==> config.mk <==
export PLATFORM = sky130hd
export DESIGN_NAME = mrramTop
export DESIGN_NICKNAME = d
export VERILOG_FILES = /design/src/mrramPkg.sv /design/src/dpramCore.sv /design/src/dpramBypass.sv /design/src/mrramSwitched.sv /design/src/mrramTop.sv
export SDC_FILE = /design/constraint.sdc
export NUM_CORES = 2
export LEC_CHECK = 0
export BUFFER_PORTS_ARGS = -buffer_cell sky130_fd_sc_hd__buf_2
export CELL_PAD_IN_SITES_DETAIL_PLACEMENT = 1
export CELL_PAD_IN_SITES_GLOBAL_PLACEMENT = 1
export CORE_UTILIZATION = 36
export CTS_CLUSTER_DIAMETER = 40
export DETAILED_ROUTE_END_ITERATION = 12
export PLACE_DENSITY = 0.71
export SLEW_MARGIN = 40
export SYNTH_ARGS = -nofsm -noshare
export SYNTH_HDL_FRONTEND = slang
export SYNTH_SLANG_ARGS = --single-unit
export TNS_END_PERCENT = 50
==> constraint.sdc <==
create_clock -name clk -period 3.2 [get_ports clk]
set_clock_uncertainty 0.2 [all_clocks]
set_input_delay 0.32 -clock clk [delete_from_list [all_inputs] [get_ports clk]]
set_output_delay 0.32 -clock clk [all_outputs]
set_load 0.005 [all_outputs]
==> src/mrramPkg.sv <==
`default_nettype none

package mrramPkg;

  // memory geometry
  localparam int memDepth  = 16;                // words per replica
  localparam int dataWidth = 32;                // bits per word
  localparam int addrWidth = $clog2(memDepth);  // 4 address bits

  // read port groups
  localparam int numFixedPorts    = 3;  // one replica per fixed port
  localparam int numSwitchedPorts = 2;  // served by port B in read mode, <= numFixedPorts
  localparam int numReadPorts     = numFixedPorts + numSwitchedPorts;  // 5 in total

  // basic words
  typedef logic [addrWidth-1:0] addrT;  // one memory address
  typedef logic [dataWidth-1:0] dataT;  // one memory word

  // single write port of the multi-ported ram, 37 bits
  typedef struct packed {
    logic en;    // write strobe
    addrT addr;  // target word
    dataT data;  // new contents
  } writeReqT;

  // read address and data vectors
  // index 0..numFixedPorts-1 are fixed ports, the rest are switched ports
  typedef addrT [numReadPorts-1:0] readAddrVecT;  // one address per read port
  typedef dataT [numReadPorts-1:0] readDataVecT;  // one word per read port

  // request on one port of a dual-ported ram block
  typedef struct packed {
    logic we;    // write enable, read otherwise
    addrT addr;  // read and write address
    dataT data;  // write data, ignored when we is low
  } portReqT;

endpackage

`default_nettype wire

==> src/dpramCore.sv <==
`default_nettype none
`timescale 1ns/100ps

module dpramCore (
  input  logic              clk,        // clock
  input  mrramPkg::portReqT portA,      // port A request
  input  mrramPkg::portReqT portB,      // port B request
  output mrramPkg::dataT    readDataA,  // registered read data of port A
  output mrramPkg::dataT    readDataB   // registered read data of port B
);

  import mrramPkg::*;

  // storage array, starts out all zero
  dataT mem [memDepth] = '{default: '0};

  // both ports share one clock, each may write and always reads
  // reads return the old contents when the same port writes (read-first)
  always_ff @(posedge clk) begin
    if (portA.we) begin
      mem[portA.addr] <= portA.data;  // port A write
    end
    if (portB.we) begin
      mem[portB.addr] <= portB.data;  // port B write, wins on a collision
    end
    readDataA <= mem[portA.addr];  // old word at port A address
    readDataB <= mem[portB.addr];  // old word at port B address
  end

endmodule

`default_nettype wire

==> src/dpramBypass.sv <==
`default_nettype none
`timescale 1ns/100ps

module dpramBypass (
  input  logic              clk,        // clock
  input  logic              reset,      // sync reset, active high
  input  mrramPkg::addrT    readAddrA,  // read-only address of port A
  input  mrramPkg::portReqT portB,      // write or read request of port B
  output mrramPkg::dataT    readDataA,  // port A data, one cycle after the address
  output mrramPkg::dataT    readDataB   // port B data, one cycle after the address
);

  import mrramPkg::*;

  portReqT portA;      // port A request towards the core
  dataT    coreDataA;  // raw core output, port A
  dataT    coreDataB;  // raw core output, port B
  logic    hitA;       // last port B write matched the port A address
  logic    hitB;       // last port B cycle was a write to its own address
  logic    rdValid;    // low from reset until the first read lands
  dataT    fwdData;    // word written in the last cycle

  // port A only reads, so its write side is tied off here
  assign portA = '{we: 1'b0, addr: readAddrA, data: '0};

  dpramCore core (
    .clk       (clk),
    .portA     (portA),
    .portB     (portB),
    .readDataA (coreDataA),
    .readDataB (coreDataB)
  );

  // hit detection, sampled together with the addresses
  always_ff @(posedge clk) begin
    if (reset) begin
      hitA    <= 1'b0;
      hitB    <= 1'b0;
      rdValid <= 1'b0;  // outputs read zero until the next edge
    end else begin
      hitA    <= portB.we && (portB.addr == readAddrA);  // write to the address being read
      hitB    <= portB.we;                               // port B reads what it writes
      rdValid <= 1'b1;
    end
  end

  // forwarded word follows the write data every cycle
  always_ff @(posedge clk) begin
    fwdData <= portB.data;
  end

  // core is read-first, so a same-cycle write is taken from fwdData
  always_comb begin
    if (!rdValid) begin
      readDataA = '0;  // nothing read since reset
      readDataB = '0;
    end else begin
      readDataA = hitA ? fwdData : coreDataA;  // bypass on a collision
      readDataB = hitB ? fwdData : coreDataB;
    end
  end

endmodule

`default_nettype wire

==> src/mrramSwitched.sv <==
`default_nettype none
`timescale 1ns/100ps

module mrramSwitched (
  input  logic                  clk,       // clock
  input  logic                  reset,     // sync reset, active high
  input  logic                  rdWr,      // mode, low writes and high reads on port B
  input  mrramPkg::writeReqT    writeReq,  // single write port
  input  mrramPkg::readAddrVecT readAddr,  // fixed then switched read addresses
  output mrramPkg::readDataVecT readData   // fixed then switched read data
);

  import mrramPkg::*;

  localparam int firstSwitched = numFixedPorts - numSwitchedPorts;  // first replica with a switched port

  logic    writeEn;                   // write strobe, dropped in read mode
  portReqT portBReq [numFixedPorts];  // port B request per replica
  dataT    rdA      [numFixedPorts];  // port A data per replica
  dataT    rdB      [numFixedPorts];  // port B data per replica

  // a switched port needs a replica to live on
  if (numSwitchedPorts > numFixedPorts) begin : gBadConfig
    $error("mrramSwitched: more switched ports than replicas");
  end

  assign writeEn = writeReq.en & ~rdWr;  // writes only in write mode

  for (genvar i = 0; i < numFixedPorts; i++) begin : gReplica
    if (i < firstSwitched) begin : gFixedOnly
      // port B only ever takes the write
      assign portBReq[i] = '{we: writeEn, addr: writeReq.addr, data: writeReq.data};
    end else begin : gSwitched
      // port B is lent to switched port i+numSwitchedPorts in read mode
      assign portBReq[i] = '{
        we:   writeEn,
        addr: rdWr ? readAddr[i+numSwitchedPorts] : writeReq.addr,
        data: writeReq.data
      };
    end

    // every replica holds the full memory image
    dpramBypass replica (
      .clk       (clk),
      .reset     (reset),
      .readAddrA (readAddr[i]),  // fixed port i
      .portB     (portBReq[i]),
      .readDataA (rdA[i]),
      .readDataB (rdB[i])        // only read on switched replicas
    );
  end

  // pack replica outputs into the read data vector
  always_comb begin
    for (int p = 0; p < numFixedPorts; p++) begin
      readData[p] = rdA[p];  // fixed port p from port A of replica p
    end
    for (int s = 0; s < numSwitchedPorts; s++) begin
      readData[numFixedPorts+s] = rdB[firstSwitched+s];  // switched port from port B
    end
  end

endmodule

`default_nettype wire

==> src/mrramTop.sv <==
`default_nettype none
`timescale 1ns/100ps

module mrramTop (
  input  logic                  clk,       // clock
  input  logic                  reset,     // sync reset, active high
  input  logic                  rdWr,      // port B mode, high selects switched reads
  input  mrramPkg::writeReqT    writeReq,  // strobe, address and data of the write port
  input  mrramPkg::readAddrVecT readAddr,  // addresses of fixed and switched read ports
  output mrramPkg::readDataVecT readData   // registered data, one cycle after the addresses
);

  // outside ports map one to one onto the multi-ported ram
  // fixed ports always read, switched ports only when rdWr is high
  mrramSwitched mrram (
    .clk      (clk),
    .reset    (reset),
    .rdWr     (rdWr),
    .writeReq (writeReq),
    .readAddr (readAddr),
    .readData (readData)
  );

endmodule

`default_nettype wire

==> impl_metrics.ini <==
[clock_tree]
cts.clk_slew.worst_paths_ps = 60
numClockSinks = 1733
clock_latency_ps = 850
h-tree-depth = 4
cts_tree = built
clockBufferDepth = 3
cts_buffers = 211
cts_root_buf = clkbuf_16

[global_routing]
grt_pass1_vias = 47556
grt_pass1_wl_mm = 364.7
grt_util_all_layers_pct = 24.54
grt_max_degree = 65
overflow = 0
antenna_found_initial = 18

[floorplan]
initial_core_util_pct = 36.18
die_h_microns = 460.7
coreArea_sq_um = 209400
dieArea_sq_um = 212300
ioPinCount = 220
fp.dieW_microns = 460.7
rows = 168

[detailed_routing]
viasPerCell = 6.092
drtIter0Drc = 5732
num_vias = 45725
drt_pre_antenna_iters = 5
drc_errors = 0
ant_nets = 0
postRouteWirelength_mm = 262.8
wl_per_cell_microns = 35.01

[timing]
finalCriticalPeriod_ps = 3143
final_max_slew_viol_count = 0
slew_headroom_pct = 41.47
fin_tns_setup_ps = 0
timing.final.crit_share_pct = 98.22
worst_hold_slack_ps = 54.50
fmax_mhz = 318.2
worst_slack_ps = 56.84
finalSetupViolCount = 0
tightest_slew_ps = 878.0
grt_setup_unrepaired = false
final-hold-violation-count = 0

[placement]
dp_slack_ps = 344.1
gp_congestion = 0.8551
port_buffers = 219
placed_cells = 7034
placed_cell_area_sq_um = 82640
place_hpwl_mm = 159.9

[synth]
yosysSeqAreaShare_pct = 66.09
synth_top_area_cell = edfxtp_1
synth.avg_cell_area_sq_um = 18.44
syn_nets = 4167
synth_area_leaders = edfxtp_1, mux4_2, dfxtp_1
synth_ff_type = edfxtp_1
yosysWarnings = 0
ys_ff_latch = 1733
syn_inst = 4107
synth_cell_types = 32
netlist_area_sq_um = 75750
yosys.area.top_type_share_pct = 60.89
synth_edf_count = 1536
synthArstFlopShare_pct = 0

[worst_setup_path]
crit_path_end_kind = output port
crit_arrival_ps = 2620
reg2reg_depth = 3
worstReg2RegStart = mrram.gReplica[2].replica.core.mem[11][1]
cp_data_required_time_ps = 2680
worstSetupPathType = reg -> out
r2r_setup_slack_ps = 890
crit_fanout = 21
crit_path_start_kind = register
worstReg2RegEnd = mrram.gReplica[2].replica.core.readDataA[1]

[layout]
instances_no_fill = 7506
drive_above_1_share_pct = 32.20
multi_input_area_sq_um = 24680
finalNetCount = 4562
n_fill_cell = 20057
area_delta_synth_final_pct = 19.82
finish.instance_area_sq_um = 90760
regArea_sq_um = 50090

[worst_hold_path]
min_from = readAddr[5]
min_to = mrram.gReplica[1].replica.core.readDataA[13]
hold_depth = 3
min_path_type = in -> reg

[power_and_ir_drop]
ir_drop_v = 0.0004828
power_density_nw_per_um2 = 608.8
p_leak_nw = 29.63

[flow_run]
maxCapViolCount = 0

[status]
status = finished, final reports clean
-- placed cells by master (no fill, tap or decap), drive strengths merged, types with 20 or more instances in the layout --
master       synthesis  layout
a21boi             320     320
buf                139     455
bufinv               0      27
clkbuf             194     259
clkinv               0      67
clkinvlp             0      20
dfxtp              197     197
dlygate4sd3          0      57
edfxtp            1536    1536
inv                  4      35
mux2i              357     357
mux4               608     608
nand2               37      37
nand2b              70      70
nand4               67      67
nor2                31      31
nor2b              121     121
o21ai              194     194
o22ai              130     130
o41ai               64      64
-- metal layers --
layer / track usage [%] / vias to the layer above / part of all wire (%)
met5: 0 / - / 0.026
met2: 39.23 / 2731 / 47
met1: 31.50 / 24421 / 38
li1: - / 17978 / -
met3: 5.375 / 583 / 9.5
met4: 12.33 / 12 / 5.8
-- where the power goes --
group	internal, mW	leakage, nW	switching, mW
clock network	14.9	3.59	10.1
logic	1.88	10.5	2.69
registers	25.2	15.5	0.442
total	42.0	29.6	13.3
-- repair_timing --
item                       4_1_cts  5_1_grt
hold endpoints to repair      1512        0
gates resized for setup          4        0
buffers inserted                 1        2
setup endpoints to repair       42        2
hold buffers                    57        0
-- logic make-up after synthesis --
| group | Yosys count | synth area share [%] |
|---|---|---|
| mux | 967 | 22.83 |
| buf+inv | 337 | 1.982 |
| simple gates | 350 | 2.687 |
| compound gates | 709 | 6.276 |
| xor+xnor | 11 | 0.1272 |
| flops | 1733 | 66.09 |
-- cells in the mapped netlist, types with 3 or more instances --
library cell,n
edfxtp_1,1536
mux4_2,608
mux2i_1,357
a21boi_0,320
dfxtp_1,197
clkbuf_1,194
o21ai_0,162
o22ai_1,130
nor2b_1,121
buf_2,90
nand2b_1,70
nand4_1,67
o41ai_1,64
nand2_1,37
o21ai_1,32
buf_1,31
nor2_1,31
buf_6,15
nand3b_1,7
xor2_1,6
xnor2_1,5
inv_1,4
nand3_1,4
buf_4,3
or3b_1,3
or3b_2,3
-- critical path, cell delays in order (launching register included) --
cell	delay, ps
dfxtp_2	620
buf_12	270
mux2i_1	600
nor2b_1	100
buf_2	150
-- sequential cells by signal, indices dropped and copies added (netlist names) --
signal	cells
mrram.gReplica.replica.core.readDataB	64
mrram.gReplica.replica.core.mem	1536
mrram.gReplica.replica.hitB	1
mrram.gReplica.replica.core.readDataA	96
mrram.gReplica.replica.hitA	3
mrram.gReplica.replica.fwdData	32
mrram.gReplica.replica.rdValid	1
-- layout make-up --
| type | instances | share of cell area (%) |
|---|---|---|
| Tap cell | 2805 | 3.867 |
| Multi-Input combinational cell | 2037 | 27.19 |
| Clock inverter | 145 | 1.985 |
| Sequential cell | 1733 | 55.18 |
| Antenna cell | 11 | 0.03033 |
| Inverter | 4 | 0.01654 |
| Timing Repair Buffer | 515 | 5.510 |
| Clock buffer | 256 | 6.216 |
-- how the worst max path moves through the flow --
| stage | startpoint | to | slack, ps |
|---|---|---|---|
| 2_1_floorplan | rdWr | mrram.gReplica[0].replica.core.mem[8][0] | -350 |
| 3_3_place_gp | rdWr | mrram.gReplica[2].replica.core.mem[14][8] | 350 |
| 3_5_place_dp | rdWr | mrram.gReplica[1].replica.core.mem[8][21] | 340 |
| 4_1_cts | mrram.gReplica[1].replica.hitA | readData[48] | 40 |
| 5_1_grt | mrram.gReplica[2].replica.hitA | readData[81] | 40 |
| 6_report | mrram.gReplica[1].replica.hitA | readData[48] | 60 |
-- stage by stage --
stage / power (mW) / utilization (%)
floorplan: 28.16 / -
global placement: 30.41 / 39.39
detailed placement: 30.52 / 39.47
CTS: 55.51 / 43.31
global route: 56.51 / 43.34
finish: 55.25 / 43.35
(Power assumes the default switching activity.)
